File: config.mk
export PLATFORM = sky130hd
export DESIGN_NAME = decodeUnit
export DESIGN_NICKNAME = d
export VERILOG_FILES = /design/src/decodePkg.sv /design/src/formatIf.sv /design/src/dFormatDecoder.sv /design/src/xFormatDecoder.sv /design/src/decodeStage2.sv /design/src/decodeControl.sv /design/src/flushTimer.sv /design/src/decodeUnit.sv
export VERILOG_INCLUDE_DIRS = /design/src
export SDC_FILE = /design/constraint.sdc
export NUM_CORES = 1
export LEC_CHECK = 0
export BUFFER_PORTS_ARGS = -buffer_cell sky130_fd_sc_hd__buf_2
export CAP_MARGIN = 40
export CORE_MARGIN = 2
export CORE_UTILIZATION = 54
export CTS_CLUSTER_SIZE = 14
export DETAILED_ROUTE_END_ITERATION = 16
export PLACE_DENSITY = 0.84
export SLEW_MARGIN = 10
export SYNTH_ARGS = -nofsm -noshare
export SYNTH_HDL_FRONTEND = slang
export SYNTH_SLANG_ARGS = --single-unit
File: constraint.sdc
create_clock -name clock_i -period 8.95 [get_ports clock_i]
set_input_delay 0.895 -clock clock_i [delete_from_list [all_inputs] [get_ports clock_i]]
set_output_delay 0.895 -clock clock_i [all_outputs]
set_load 0.02 [all_outputs]
File: src/decode_cfg.svh
`ifndef DECODE_CFG_SVH
`define DECODE_CFG_SVH

//////////////////////////////////////////////////
// datapath widths
//////////////////////////////////////////////////

// one fixed-point instruction word
`define INSTR_WIDTH 32

// effective address and full GPR width
`define ADDR_WIDTH 64

// GPR index field
`define REG_WIDTH 5

//////////////////////////////////////////////////
// trap handling
//////////////////////////////////////////////////

// cycles of stall after an illegal word
`define FLUSH_CYCLES 4

`endif

File: src/decodePkg.sv
`default_nettype none

package decodePkg;

	`include "decode_cfg.svh"

	//////////////////////////////////////////////////
	// vector types, bit 0 is the MSB
	//////////////////////////////////////////////////

	typedef logic [0:`INSTR_WIDTH-1] instrT;
	typedef logic [0:`ADDR_WIDTH-1] addrT;
	typedef logic [0:`REG_WIDTH-1] regIdxT;

	// primary and extended opcode fields
	typedef logic [0:5] opcodeT;
	typedef logic [0:9] xOpcodeT;

	// immediate extended to register width
	typedef logic [0:`ADDR_WIDTH-1] immT;
	// raw D/DS field as found in the word
	typedef logic [0:15] rawImmT;

	typedef logic [0:2] fuCodeT;
	typedef logic [0:4] formatT;

	//////////////////////////////////////////////////
	// dispatch codes
	//////////////////////////////////////////////////

	// functional unit IDs seen by dispatch
	localparam fuCodeT FX_UNIT = 3'd0;
	localparam fuCodeT LDST_UNIT = 3'd2;

	// format indices, same numbering as the full decoder
	localparam formatT FMT_D = 5'd3;
	localparam formatT FMT_DS = 5'd5;
	localparam formatT FMT_X = 5'd15;
	localparam formatT FMT_XO = 5'd19;

	// illegal-instruction controller
	typedef enum logic [1:0]
	{
		ctrlRun,
		ctrlSquash,
		ctrlFlush
	} ctrlStateT;

endpackage

`default_nettype wire

File: src/formatIf.sv
`timescale 1ns/1ps
`default_nettype none

// registered claim of one stage-one decoder
interface formatIf;

	logic claim;
	decodePkg::formatT fmt;
	decodePkg::regIdxT reg1;
	decodePkg::regIdxT reg2;
	decodePkg::regIdxT reg3;
	logic reg1Valid;
	logic reg2Valid;
	logic reg3Valid;
	// immediate and how stage two shapes it
	decodePkg::rawImmT rawImm;
	logic immSigned;
	logic immShift16;
	logic immIsDs;
	logic reg2ValOrZero;
	decodePkg::xOpcodeT xOpcode;
	logic xOpcodeValid;
	decodePkg::fuCodeT fuCode;
	// XO only, OE and Rc
	logic oe;
	logic rc;

	modport decoder (output claim, fmt, reg1, reg2, reg3, reg1Valid, reg2Valid, reg3Valid,
		rawImm, immSigned, immShift16, immIsDs, reg2ValOrZero, xOpcode, xOpcodeValid,
		fuCode, oe, rc);

	modport mux (input claim, fmt, reg1, reg2, reg3, reg1Valid, reg2Valid, reg3Valid,
		rawImm, immSigned, immShift16, immIsDs, reg2ValOrZero, xOpcode, xOpcodeValid,
		fuCode, oe, rc);

endinterface

`default_nettype wire

File: src/dFormatDecoder.sv
`timescale 1ns/1ps
`default_nettype none

module dFormatDecoder
(
	input wire clock_i,
	input wire rstN_i,
	input wire capture_i,
	input wire decodePkg::instrT instruction_i,
	formatIf.decoder claim
);

	localparam decodePkg::opcodeT OP_ADDI = 6'd14;
	localparam decodePkg::opcodeT OP_ADDIS = 6'd15;
	localparam decodePkg::opcodeT OP_ORI = 6'd24;
	localparam decodePkg::opcodeT OP_LWZ = 6'd32;
	localparam decodePkg::opcodeT OP_STW = 6'd36;
	localparam decodePkg::opcodeT OP_LD = 6'd58;

	decodePkg::opcodeT opcode;
	logic known;

	assign opcode = instruction_i[0:5];
	// ld is the only DS word here, sub-opcode must be 0
	assign known = (opcode == OP_ADDI) || (opcode == OP_ADDIS) || (opcode == OP_ORI) ||
		(opcode == OP_LWZ) || (opcode == OP_STW) ||
		((opcode == OP_LD) && (instruction_i[30:31] == 2'b00));

	// claim is control state
	always_ff @(posedge clock_i or negedge rstN_i)
	begin
		if (!rstN_i)
			claim.claim <= 1'b0;
		else if (capture_i)
			claim.claim <= known;
	end

	// field extraction
	always_ff @(posedge clock_i)
	begin
		if (capture_i)
		begin
			claim.fmt <= (opcode == OP_LD) ? decodePkg::FMT_DS : decodePkg::FMT_D;
			claim.reg1 <= instruction_i[6:10];
			claim.reg2 <= instruction_i[11:15];
			claim.reg3 <= '0;
			claim.reg1Valid <= 1'b1;
			claim.reg2Valid <= 1'b1;
			claim.reg3Valid <= 1'b0;
			claim.rawImm <= instruction_i[16:31];
			// ori takes UI, everything else SI or DS
			claim.immSigned <= (opcode != OP_ORI);
			claim.immShift16 <= (opcode == OP_ADDIS);
			claim.immIsDs <= (opcode == OP_LD);
			// RA|0 for adds and memory ops
			claim.reg2ValOrZero <= (opcode != OP_ORI);
			claim.xOpcode <= '0;
			claim.xOpcodeValid <= 1'b0;
			claim.fuCode <= ((opcode == OP_LWZ) || (opcode == OP_STW) || (opcode == OP_LD)) ?
				decodePkg::LDST_UNIT : decodePkg::FX_UNIT;
			claim.oe <= 1'b0;
			claim.rc <= 1'b0;
		end
	end

endmodule

`default_nettype wire

File: src/xFormatDecoder.sv
`timescale 1ns/1ps
`default_nettype none

module xFormatDecoder
(
	input wire clock_i,
	input wire rstN_i,
	input wire capture_i,
	input wire decodePkg::instrT instruction_i,
	formatIf.decoder claim
);

	localparam decodePkg::opcodeT OP_EXT = 6'd31;

	// X form, 10-bit extended opcodes
	localparam decodePkg::xOpcodeT XOP_AND = 10'd28;
	localparam decodePkg::xOpcodeT XOP_OR = 10'd444;
	localparam decodePkg::xOpcodeT XOP_LWZX = 10'd23;
	// XO form, 9-bit extended opcodes
	localparam logic [0:8] XOOP_ADD = 9'd266;
	localparam logic [0:8] XOOP_SUBF = 9'd40;

	decodePkg::xOpcodeT xo10;
	logic [0:8] xo9;
	logic isX;
	logic isXo;

	assign xo10 = instruction_i[21:30];
	// bit 21 is OE in XO form
	assign xo9 = instruction_i[22:30];

	assign isX = (instruction_i[0:5] == OP_EXT) &&
		((xo10 == XOP_AND) || (xo10 == XOP_OR) || (xo10 == XOP_LWZX));
	assign isXo = (instruction_i[0:5] == OP_EXT) && !isX &&
		((xo9 == XOOP_ADD) || (xo9 == XOOP_SUBF));

	always_ff @(posedge clock_i or negedge rstN_i)
	begin
		if (!rstN_i)
			claim.claim <= 1'b0;
		else if (capture_i)
			claim.claim <= isX || isXo;
	end

	always_ff @(posedge clock_i)
	begin
		if (capture_i)
		begin
			claim.fmt <= isXo ? decodePkg::FMT_XO : decodePkg::FMT_X;
			// RT/RS, RA, RB
			claim.reg1 <= instruction_i[6:10];
			claim.reg2 <= instruction_i[11:15];
			claim.reg3 <= instruction_i[16:20];
			claim.reg1Valid <= 1'b1;
			claim.reg2Valid <= 1'b1;
			claim.reg3Valid <= 1'b1;
			claim.rawImm <= '0;
			claim.immSigned <= 1'b0;
			claim.immShift16 <= 1'b0;
			claim.immIsDs <= 1'b0;
			claim.reg2ValOrZero <= isX && (xo10 == XOP_LWZX);
			claim.xOpcode <= isXo ? {1'b0, xo9} : xo10;
			claim.xOpcodeValid <= 1'b1;
			claim.fuCode <= (isX && (xo10 == XOP_LWZX)) ?
				decodePkg::LDST_UNIT : decodePkg::FX_UNIT;
			claim.oe <= isXo && instruction_i[21];
			claim.rc <= isXo && instruction_i[31];
		end
	end

endmodule

`default_nettype wire

File: src/decodeStage2.sv
`timescale 1ns/1ps
`default_nettype none

module decodeStage2
(
	input wire clock_i,
	input wire rstN_i,
	input wire stage1Valid_i,
	input wire kill_i,
	input wire decodePkg::addrT stage1Address_i,
	input wire decodePkg::opcodeT stage1Opcode_i,
	formatIf.mux dClaim,
	formatIf.mux xClaim,
	output logic enable_o,
	output decodePkg::immT imm_o,
	output logic immEnable_o,
	output decodePkg::regIdxT reg1_o,
	output decodePkg::regIdxT reg2_o,
	output decodePkg::regIdxT reg3_o,
	output logic reg1Enable_o,
	output logic reg2Enable_o,
	output logic reg3Enable_o,
	output logic reg2ValOrZero_o,
	output logic bit1_o,
	output logic bit2_o,
	output logic bit1Enable_o,
	output logic bit2Enable_o,
	output decodePkg::addrT instructionAddress_o,
	output decodePkg::opcodeT opcode_o,
	output decodePkg::xOpcodeT xOpcode_o,
	output logic xOpcodeEnable_o,
	output decodePkg::fuCodeT functionalUnitCode_o,
	output decodePkg::formatT instructionFormat_o
);

	localparam int ImmW = $bits(decodePkg::immT);
	localparam int RawW = $bits(decodePkg::rawImmT);
	// DS displacement is the raw field minus its two sub-opcode bits
	localparam int DsW = RawW - 2;

	logic useD;
	logic recordValid;
	decodePkg::rawImmT rawImm;
	decodePkg::immT immExt;

	assign useD = dClaim.claim;
	assign recordValid = stage1Valid_i && (dClaim.claim || xClaim.claim) && !kill_i;
	assign rawImm = useD ? dClaim.rawImm : xClaim.rawImm;

	//////////////////////////////////////////////////
	// implicit immediate operations
	//////////////////////////////////////////////////
	always_comb
	begin
		if (useD ? dClaim.immIsDs : xClaim.immIsDs)
			immExt = {{(ImmW-DsW-2){rawImm[0]}}, rawImm[0:DsW-1], 2'b00};
		else if (useD ? dClaim.immShift16 : xClaim.immShift16)
			immExt = {{(ImmW-2*RawW){rawImm[0]}}, rawImm, {RawW{1'b0}}};
		else if (useD ? dClaim.immSigned : xClaim.immSigned)
			immExt = {{(ImmW-RawW){rawImm[0]}}, rawImm};
		else
			immExt = {{(ImmW-RawW){1'b0}}, rawImm};
	end

	//////////////////////////////////////////////////
	// output record
	//////////////////////////////////////////////////

	// valid and enable flags
	always_ff @(posedge clock_i or negedge rstN_i)
	begin
		if (!rstN_i)
		begin
			enable_o <= 1'b0;
			immEnable_o <= 1'b0;
			reg1Enable_o <= 1'b0;
			reg2Enable_o <= 1'b0;
			reg3Enable_o <= 1'b0;
			bit1Enable_o <= 1'b0;
			bit2Enable_o <= 1'b0;
			xOpcodeEnable_o <= 1'b0;
		end
		else
		begin
			enable_o <= recordValid;
			// only D and DS words carry an immediate
			immEnable_o <= recordValid && useD;
			reg1Enable_o <= recordValid && (useD ? dClaim.reg1Valid : xClaim.reg1Valid);
			reg2Enable_o <= recordValid && (useD ? dClaim.reg2Valid : xClaim.reg2Valid);
			reg3Enable_o <= recordValid && (useD ? dClaim.reg3Valid : xClaim.reg3Valid);
			bit1Enable_o <= recordValid && !useD && (xClaim.fmt == decodePkg::FMT_XO);
			bit2Enable_o <= recordValid && !useD && (xClaim.fmt == decodePkg::FMT_XO);
			xOpcodeEnable_o <= recordValid &&
				(useD ? dClaim.xOpcodeValid : xClaim.xOpcodeValid);
		end
	end

	// payload, held between records
	always_ff @(posedge clock_i)
	begin
		if (recordValid)
		begin
			imm_o <= immExt;
			reg1_o <= useD ? dClaim.reg1 : xClaim.reg1;
			reg2_o <= useD ? dClaim.reg2 : xClaim.reg2;
			reg3_o <= useD ? dClaim.reg3 : xClaim.reg3;
			reg2ValOrZero_o <= useD ? dClaim.reg2ValOrZero : xClaim.reg2ValOrZero;
			bit1_o <= useD ? dClaim.oe : xClaim.oe;
			bit2_o <= useD ? dClaim.rc : xClaim.rc;
			instructionAddress_o <= stage1Address_i;
			opcode_o <= stage1Opcode_i;
			xOpcode_o <= useD ? dClaim.xOpcode : xClaim.xOpcode;
			functionalUnitCode_o <= useD ? dClaim.fuCode : xClaim.fuCode;
			instructionFormat_o <= useD ? dClaim.fmt : xClaim.fmt;
		end
	end

endmodule

`default_nettype wire

File: src/decodeControl.sv
`timescale 1ns/1ps
`default_nettype none

module decodeControl
(
	input wire clock_i,
	input wire rstN_i,
	input wire illegal_i,
	input wire decodePkg::addrT stage1Address_i,
	input wire timerDone_i,
	output logic timerLoad_o,
	output logic squash_o,
	output logic trap_o,
	output decodePkg::addrT trapAddress_o,
	output logic stall_o
);

	decodePkg::ctrlStateT state;
	decodePkg::ctrlStateT nextState;

	// illegal word in stage one, kill the capture on this edge
	assign squash_o = (state == decodePkg::ctrlRun) && illegal_i;
	assign timerLoad_o = squash_o;
	assign stall_o = (state != decodePkg::ctrlRun);

	always_comb
	begin
		nextState = state;
		case (state)
			decodePkg::ctrlRun:
				if (illegal_i)
					nextState = decodePkg::ctrlSquash;
			decodePkg::ctrlSquash:
				nextState = decodePkg::ctrlFlush;
			decodePkg::ctrlFlush:
				if (timerDone_i)
					nextState = decodePkg::ctrlRun;
			default:
				nextState = decodePkg::ctrlRun;
		endcase
	end

	always_ff @(posedge clock_i or negedge rstN_i)
	begin
		if (!rstN_i)
		begin
			state <= decodePkg::ctrlRun;
			trap_o <= 1'b0;
		end
		else
		begin
			state <= nextState;
			// one-cycle pulse toward the trap handler
			trap_o <= squash_o;
		end
	end

	// faulting address travels with the pulse
	always_ff @(posedge clock_i)
	begin
		if (squash_o)
			trapAddress_o <= stage1Address_i;
	end

endmodule

`default_nettype wire

File: src/flushTimer.sv
`timescale 1ns/1ps
`default_nettype none

`include "decode_cfg.svh"

module flushTimer
(
	input wire clock_i,
	input wire rstN_i,
	input wire load_i,
	output logic done_o
);

	localparam int CntW = ($clog2(`FLUSH_CYCLES) > 0) ? $clog2(`FLUSH_CYCLES) : 1;

	logic [CntW-1:0] count;

	// counts the remaining flush cycles down to zero
	always_ff @(posedge clock_i or negedge rstN_i)
	begin
		if (!rstN_i)
			count <= '0;
		else if (load_i)
			count <= CntW'(`FLUSH_CYCLES - 1);
		else if (count != '0)
			count <= count - 1'b1;
	end

	assign done_o = (count == '0);

endmodule

`default_nettype wire

File: src/decodeUnit.sv
`timescale 1ns/1ps
`default_nettype none

module decodeUnit
(
	input wire clock_i,
	input wire rstN_i,
	input wire enable_i,
	input wire decodePkg::instrT instruction_i,
	input wire decodePkg::addrT instructionAddress_i,
	output logic enable_o,
	output decodePkg::immT imm_o,
	output logic immEnable_o,
	output decodePkg::regIdxT reg1_o,
	output decodePkg::regIdxT reg2_o,
	output decodePkg::regIdxT reg3_o,
	output logic reg1Enable_o,
	output logic reg2Enable_o,
	output logic reg3Enable_o,
	output logic reg2ValOrZero_o,
	output logic bit1_o,
	output logic bit2_o,
	output logic bit1Enable_o,
	output logic bit2Enable_o,
	output decodePkg::addrT instructionAddress_o,
	output decodePkg::opcodeT opcode_o,
	output decodePkg::xOpcodeT xOpcode_o,
	output logic xOpcodeEnable_o,
	output decodePkg::fuCodeT functionalUnitCode_o,
	output decodePkg::formatT instructionFormat_o,
	output logic trap_o,
	output decodePkg::addrT trapAddress_o,
	output logic stall_o
);

	logic capture;
	logic stage1Valid;
	logic illegal;
	logic squash;
	logic timerLoad;
	logic timerDone;
	decodePkg::addrT addressBypass;
	decodePkg::opcodeT opcodeBypass;

	formatIf dClaim ();
	formatIf xClaim ();

	// fetch is ignored during the flush window and the squash edge
	assign capture = enable_i && !stall_o && !squash;
	assign illegal = stage1Valid && !dClaim.claim && !xClaim.claim;

	//////////////////////////////////////////////////
	// stage one
	//////////////////////////////////////////////////
	dFormatDecoder dDecoder (
		.clock_i(clock_i),
		.rstN_i(rstN_i),
		.capture_i(capture),
		.instruction_i(instruction_i),
		.claim(dClaim.decoder)
	);

	xFormatDecoder xDecoder (
		.clock_i(clock_i),
		.rstN_i(rstN_i),
		.capture_i(capture),
		.instruction_i(instruction_i),
		.claim(xClaim.decoder)
	);

	always_ff @(posedge clock_i or negedge rstN_i)
	begin
		if (!rstN_i)
			stage1Valid <= 1'b0;
		else
			stage1Valid <= capture;
	end

	// address and opcode bypass the decoders
	always_ff @(posedge clock_i)
	begin
		if (capture)
		begin
			addressBypass <= instructionAddress_i;
			opcodeBypass <= instruction_i[0:5];
		end
	end

	//////////////////////////////////////////////////
	// stage two and trap control
	//////////////////////////////////////////////////
	decodeStage2 stage2 (
		.clock_i(clock_i),
		.rstN_i(rstN_i),
		.stage1Valid_i(stage1Valid),
		.kill_i(squash),
		.stage1Address_i(addressBypass),
		.stage1Opcode_i(opcodeBypass),
		.dClaim(dClaim.mux),
		.xClaim(xClaim.mux),
		.enable_o(enable_o),
		.imm_o(imm_o),
		.immEnable_o(immEnable_o),
		.reg1_o(reg1_o),
		.reg2_o(reg2_o),
		.reg3_o(reg3_o),
		.reg1Enable_o(reg1Enable_o),
		.reg2Enable_o(reg2Enable_o),
		.reg3Enable_o(reg3Enable_o),
		.reg2ValOrZero_o(reg2ValOrZero_o),
		.bit1_o(bit1_o),
		.bit2_o(bit2_o),
		.bit1Enable_o(bit1Enable_o),
		.bit2Enable_o(bit2Enable_o),
		.instructionAddress_o(instructionAddress_o),
		.opcode_o(opcode_o),
		.xOpcode_o(xOpcode_o),
		.xOpcodeEnable_o(xOpcodeEnable_o),
		.functionalUnitCode_o(functionalUnitCode_o),
		.instructionFormat_o(instructionFormat_o)
	);

	decodeControl control (
		.clock_i(clock_i),
		.rstN_i(rstN_i),
		.illegal_i(illegal),
		.stage1Address_i(addressBypass),
		.timerDone_i(timerDone),
		.timerLoad_o(timerLoad),
		.squash_o(squash),
		.trap_o(trap_o),
		.trapAddress_o(trapAddress_o),
		.stall_o(stall_o)
	);

	flushTimer timer (
		.clock_i(clock_i),
		.rstN_i(rstN_i),
		.load_i(timerLoad),
		.done_o(timerDone)
	);

endmodule

`default_nettype wire

==> flow_summary.ini, run 1 <==
[status]
status = finished, final reports clean

[clocking]
cts.sinks = 318
cts_buffers = 29
htree_num_levels = 1
post_cts_resized = 0
worstSkewPairLatency_ns = 0.53
cts.root.buffer_cell = clkbuf_16
postCtsSetupRepairBufs = 0
cts_tree = done
clockBufferDepth = 3
clk_pin_slew_ns = 0.06
hold_buffers = 0

[pwr]
swShare_pct = 30.9
p_seq_share_pct = 52.6
p_int_mw = 2.99
power_density_mw_per_mm2 = 325
p_sw_mw = 1.34
p_clk_share_pct = 25.4
ir_drop_mv = 0.134
combPwrFrac_pct = 22.0
p_leak_nw = 5.17

[cells_and_area]
multi_input_area_sq_um = 801
drive_above_1_share_pct = 45.1
area_growth_syn_to_layout_pct = 24.9
nets = 946
fillCellCount = 1287
fin_util_pct = 68.6
layout_common_cells = buf_2 (339), edfxtp_1 (306), clkbuf_16 (29), nand2_1 (24), nor2b_1 (21)
final_common_cell = buf_2
regArea_sq_mm = 0.00949

[placed_design]
post-dp-hpwl_mm = 16.0
globalplace.congestion = 0.794
io_buffers = 339

[logic_synthesis]
async_reset_ff_share_pct = 3.77
ys.flop_type = edfxtp_1
ys_ff_latch = 318
yosys_warnings = 0
synth_cells = 514
synth_edf_count = 306
syn_area_sq_mm = 0.0107
ys_seq_area_share_pct = 89.1
ys_types = 40
syn_area_per_cell_sq_um = 20.7

[hold_path]
hp-class = in2async

[setup_path]
critPathMaxFanout = 60
crit_required_ns = 9.11
cp.arrival_ns = 2.96
cp-end-kind = register
cp-start-kind = register
critPathKind = reg2reg

[timing]
slew_headroom_pct = 39.5
finalSetupTns_ns = 0
rsz0062_at_grt = false
period_share_pct = 31.4
skew_ns = 0.0102
slew_violations = 0
fin_crit_ns = 2.81
hold_slack_ns = 0.233
tightest_slew_ns = 0.908
max_freq_mhz = 356
setup_viol = 0
finalHoldViolCount = 0

[grt]
grt_usage_pct = 20.9
antenna_found_initial = 2
grt_pass1_vias = 5471
grt_pass1_wl_mm = 32.0
grt_max_degree = 67
globalRoute.totalOverflow = 0

[floorplanning]
ios = 343
die_w_microns = 144
fp-row-count = 51
fp.dieH_microns = 144
core_area_sq_mm = 0.0194
dieArea_sq_mm = 0.0209
initial_utilization_pct = 54.9

[routing]
via_per_inst = 4.91
routed_wl_mm = 23.0
ant_nets = 0
drt_iter0_drc = 308
firstDrtPassIters = 4
wl_per_cell_microns = 20.3
drc = 0
vias = 5564

[flow_run]
drv_cap = 0
layer usage:
layer  global-route usage [%]  wire [microns]  up-vias
li1                         -               -     2555
met1                     24.7            7990     2694
met2                     36.9           12100      269
met3                     5.73            2150       46
met4                     7.61             702        0
met5                        0               0        -
state kept, by name (all words and copies together), names as in the netlist, 4 cells and up:
register / cells
addressBypass: 64
control.trapAddress_o: 64
stage2.instructionAddress_o: 64
stage2.imm_o: 32
dDecoder.claim.rawImm: 16
stage2.xOpcode_o: 10
opcodeBypass: 6
stage2.opcode_o: 6
stage2.reg1_o: 5
stage2.reg2_o: 5
stage2.reg3_o: 5
xDecoder.claim.reg1: 5
xDecoder.claim.reg2: 5
stage2.instructionFormat_o: 4
Yosys cell counts, types with 2 or more instances:
cell / n / area share (%)
nand3_1: 4 / 0.19
inv_1: 11 / 0.39
buf_4: 39 / 2.7
nand2b_1: 5 / 0.29
edfxtp_1: 306 / 86
or3_1: 3 / 0.18
and3_1: 3 / 0.18
o21ai_0: 4 / 0.19
clkbuf_1: 6 / 0.21
a21oi_1: 18 / 0.85
buf_2: 2 / 0.094
or3b_1: 2 / 0.16
and2_1: 20 / 1.2
a21boi_0: 2 / 0.14
nand2_1: 24 / 0.85
nor2_1: 9 / 0.32
dfrtp_1: 12 / 2.8
nor2b_1: 21 / 1.2
conb_1: 2 / 0.070
power groups by stage:
stage	Combinational, mW	Clock, mW	Sequential (mW)
after global routing	1.02	1.17	2.31
final	0.951	1.10	2.27
after floorplan	0.370	0	2.54
after CTS	0.966	1.12	2.28
after global placement	0.898	0	2.30
after detailed placement	0.961	0	2.30
worst max-delay path, cell delays in order, from the launching register on:
cell and delay (ns):
dfrtp_1 0.71, or3b_1 0.21, nand3_1 0.18, inv_4 0.50, buf_4 0.73
path summary, 6_finish.rpt:
kind	start	to	slack, ns	depth (start not counted)
max in group asynchronous	rstN_i	dDecoder.claim.claim	8.50	1
max reg2reg	dDecoder.claim.claim	opcodeBypass[5]	6.14	4
min in group clock_i	xDecoder.claim.reg2[0]	stage2.reg2_o[0]	0.42	0
min reg2reg	xDecoder.claim.reg2[0]	stage2.reg2_o[0]	0.42	0
max	dDecoder.claim.claim	opcodeBypass[5]	6.14	4
min	rstN_i	timer.count[1]	0.23	1
layout make-up:
cell class | instances | share of cell area [%]
antenna | 2 | 0.0376
clock buffer | 38 | 5.78
clock inverter | 14 | 0.555
inverter | 11 | 0.367
multi-input combinational | 139 | 6.02
sequential | 318 | 71.3
tap | 265 | 2.49
timing repair buffer | 347 | 13.4
through the flow:
step | cells | power, mW | worst slack (ns) | area [sq um]
2_1_floorplan | 515 | 2.91 | 5.23 | 10700
3_3_place_gp | 1075 | 3.19 | 5.72 | 12400
5_1_grt | 1134 | 4.50 | 5.90 | 13300
4_1_cts | 1132 | 4.36 | 6.13 | 13300
6_report | 1134 | 4.32 | 6.14 | 13300
3_5_place_dp | 1080 | 3.26 | 6.07 | 12500
cells by family (layout without fill, tap and decap cells):
logic type / after synthesis / in the layout / synth area share (%)
adder cells (fa/ha/maj): 1 / 1 / 0.117
AO/OA/AOI/OAI: 31 / 31 / 1.71
other: 2 / 5 / 0.0705
buffers and inverters: 58 / 410 / 3.44
AND/OR/NAND/NOR: 102 / 102 / 5.40
multiplexers: 1 / 1 / 0.0940
XOR/XNOR: 1 / 1 / 0.0822
flip-flops: 318 / 318 / 89.1
Note: power is estimated with default switching activity, not from simulation.
==> run 2, diff against run 1 <==
--- a/config.mk
+++ b/config.mk
@@ -9,10 +9,10 @@
 export BUFFER_PORTS_ARGS = -buffer_cell sky130_fd_sc_hd__buf_2
 export CAP_MARGIN = 40
 export CORE_MARGIN = 2
-export CORE_UTILIZATION = 54
+export CORE_UTILIZATION = 50
 export CTS_CLUSTER_SIZE = 14
 export DETAILED_ROUTE_END_ITERATION = 16
-export PLACE_DENSITY = 0.84
+export PLACE_DENSITY = 0.79
 export SLEW_MARGIN = 10
 export SYNTH_ARGS = -nofsm -noshare
 export SYNTH_HDL_FRONTEND = slang
==> constraint.sdc (replaced) <==
create_clock -name clock_i -period 2.75 [get_ports clock_i]
set_input_delay 0.275 -clock clock_i [delete_from_list [all_inputs] [get_ports clock_i]]
set_output_delay 0.275 -clock clock_i [all_outputs]
set_load 0.02 [all_outputs]
==> run 2 against run 1 <==
Against the previous run:
- cell area is 9.2% higher
- critical path depth did not move
- die area rose by 7.8%
- total power grew to 3.4 times the previous value
- sequential share of layout area fell by 6.0 points
- register-to-register slack got worse by 5.5 ns
- first-iteration DRC count up 31%
- non-clock buffer count rose by 103
- count of clock-buffer cells in the layout increased by 5
- clock power rose to 3.6 times the previous value
- maximum frequency rose by 31%
- hold slack got worse by 0.14 ns
- critical path type unchanged
- critical endpoint is now control.trapAddress_o[22]
- highest routed layer unchanged
==> flow_summary.ini, run 2 (same netlist as run 1, synthesis figures left out) <==
[status]
status = finished, final reports clean

[cells_and_area]
final_common_cell = buf_2
reg_top3 = addressBypass (64), control.trapAddress_o (64), stage2.instructionAddress_o (64)
drive_above_1_share_pct = 41.2
area_growth_syn_to_layout_pct = 36.3
layout_common_cells = buf_2 (339), edfxtp_1 (306), dlygate4sd3_1 (97), clkbuf_16 (31), nand2_1 (24)
num_antenna_cells = 0
nets = 1050
fillCellCount = 1333

[timing]
finalSetupTns_ns = 0
skew_ns = 0.00611
slew_headroom_pct = 48.6
slew_violations = 0
rsz0062_at_grt = false
period_share_pct = 78.1
tightest_slew_ns = 0.770
finalHoldViolCount = 0
max_freq_mhz = 466
fin_crit_ns = 2.15
setup_viol = 0

[routing]
via_per_inst = 4.88
vias = 6090
drc = 0
ant_nets = 0
firstDrtPassIters = 5
routed_wl_mm = 25.4
wl_per_cell_microns = 20.4
drt_iter0_drc = 404

[pwr]
swShare_pct = 30.4
p_int_mw = 10.3
combPwrFrac_pct = 22.9
p_leak_nw = 5.65
p_clk_share_pct = 27.0
ir_drop_mv = 0.455
power_density_mw_per_mm2 = 1020
p_seq_share_pct = 50.1
p_sw_mw = 4.49
power_mw = 14.8

[setup_path]
r2r_slack_ns = 0.60
critPathSlowestCell = dfrtp_1
cp-end-kind = register
cp-start-kind = register
critPathMaxFanout = 15
path_cells = or3b_1 > or3_1 > clkinvlp_4 > buf_4
worstSetupStartpoint = xDecoder.claim.claim
crit_required_ns = 2.99
critPathKind = reg2reg
slowest_delay_ns = 0.42
r2r-start = xDecoder.claim.claim
cp.arrival_ns = 2.39

[grt]
globalRoute.totalOverflow = 0
grt_pass1_wl_mm = 35.7
antenna_found_initial = 0
grt_pass1_vias = 5995
grt_max_degree = 69
grt_usage_pct = 21.7

[clocking]
cts_tree = done
cts_buffers = 30
worstSkewPairLatency_ns = 0.53
cts.root.buffer_cell = clkbuf_16
postCtsSetupRepairBufs = 0
clockBufferDepth = 3
cts.sinks = 318
htree_num_levels = 1
clk_pin_slew_ns = 0.06

[floorplanning]
fp-row-count = 53
die_w_microns = 150
initial_utilization_pct = 50.8
dieArea_sq_mm = 0.0225
core_area_sq_mm = 0.0210
fp.dieH_microns = 150
ios = 343

[placed_design]
post-dp-hpwl_mm = 16.7
io_buffers = 339
globalplace.congestion = 0.783

[flow_run]
drv_cap = 0

[hold_path]
hp-class = in2reg
hp-start = enable_i
==> run 2: through the flow <==
| stage | worst slack (ns) | utilization, % | instances | instance area [sq um] | hold slack [ns] |
|---|---|---|---|---|---|
| after global routing | 0.527 | 69.3 | 1248 | 14500 | 0.0818 |
| final | 0.604 | 69.3 | 1248 | 14500 | 0.0908 |
| after global placement | 0.606 | 60.1 | 1095 | 12600 | 0.166 |
| after floorplan | -0.291 | - | 515 | 10700 | -0.0206 |
| after CTS | 0.603 | 69.3 | 1248 | 14500 | 0.0765 |
| after detailed placement | 0.616 | 60.1 | 1096 | 12600 | 0.172 |
==> run 2: routing by layer <==
layer	up-vias	part of all wire (%)	GRT usage, %
met1	2971	36	26.8
li1	2772	-	-
met3	45	9.1	4.73
met2	302	52	38.5
met4	0	2.7	6.60
met5	-	0	0
==> run 2: worst paths after layout <==
kind                       cells after the start                        end
setup / recovery                               4  control.trapAddress_o[22]
hold / removal                                 3       xDecoder.claim.claim
setup reg to reg                               4  control.trapAddress_o[22]
hold reg to reg                                0           stage2.reg1_o[4]
max in group asynchronous                      2                stage1Valid
min in group asynchronous                      2             timer.count[0]
==> run 2: power by group through the flow <==
stage	Combinational, mW	Clock (mW)	Sequential, mW
final	3.38	3.98	7.39
after global routing	3.62	4.24	7.49
after CTS	3.41	4.02	7.39
after detailed placement	3.29	0	7.47
after global placement	3.22	0	7.41
after floorplan	1.24	0	8.22
==> run 2: timing repair <==
action,in CTS,in global routing
endpoints found under the setup margin,0,0
resized for setup,0,0
hold endpoints to repair,108,0
hold buffers,97,0
==> run 2: final cells by class <==
type / count / area [sq um] / area share, %
Sequential cell: 318 / 9490 / 65.4
Timing Repair Buffer: 450 / 2860 / 19.7
Clock buffer: 43 / 851 / 5.86
Multi-Input combinational cell: 139 / 817 / 5.63
Tap cell: 275 / 344 / 2.37
Clock inverter: 12 / 106 / 0.732
Inverter: 11 / 52.6 / 0.362
==> run 2: worst max-delay path: cells and delay by family, from the launching register on <==
kind	cells	cell delay, ns
DFF	1	0.42
and+or+nand+nor	2	0.79
buffers and inverters	2	0.64
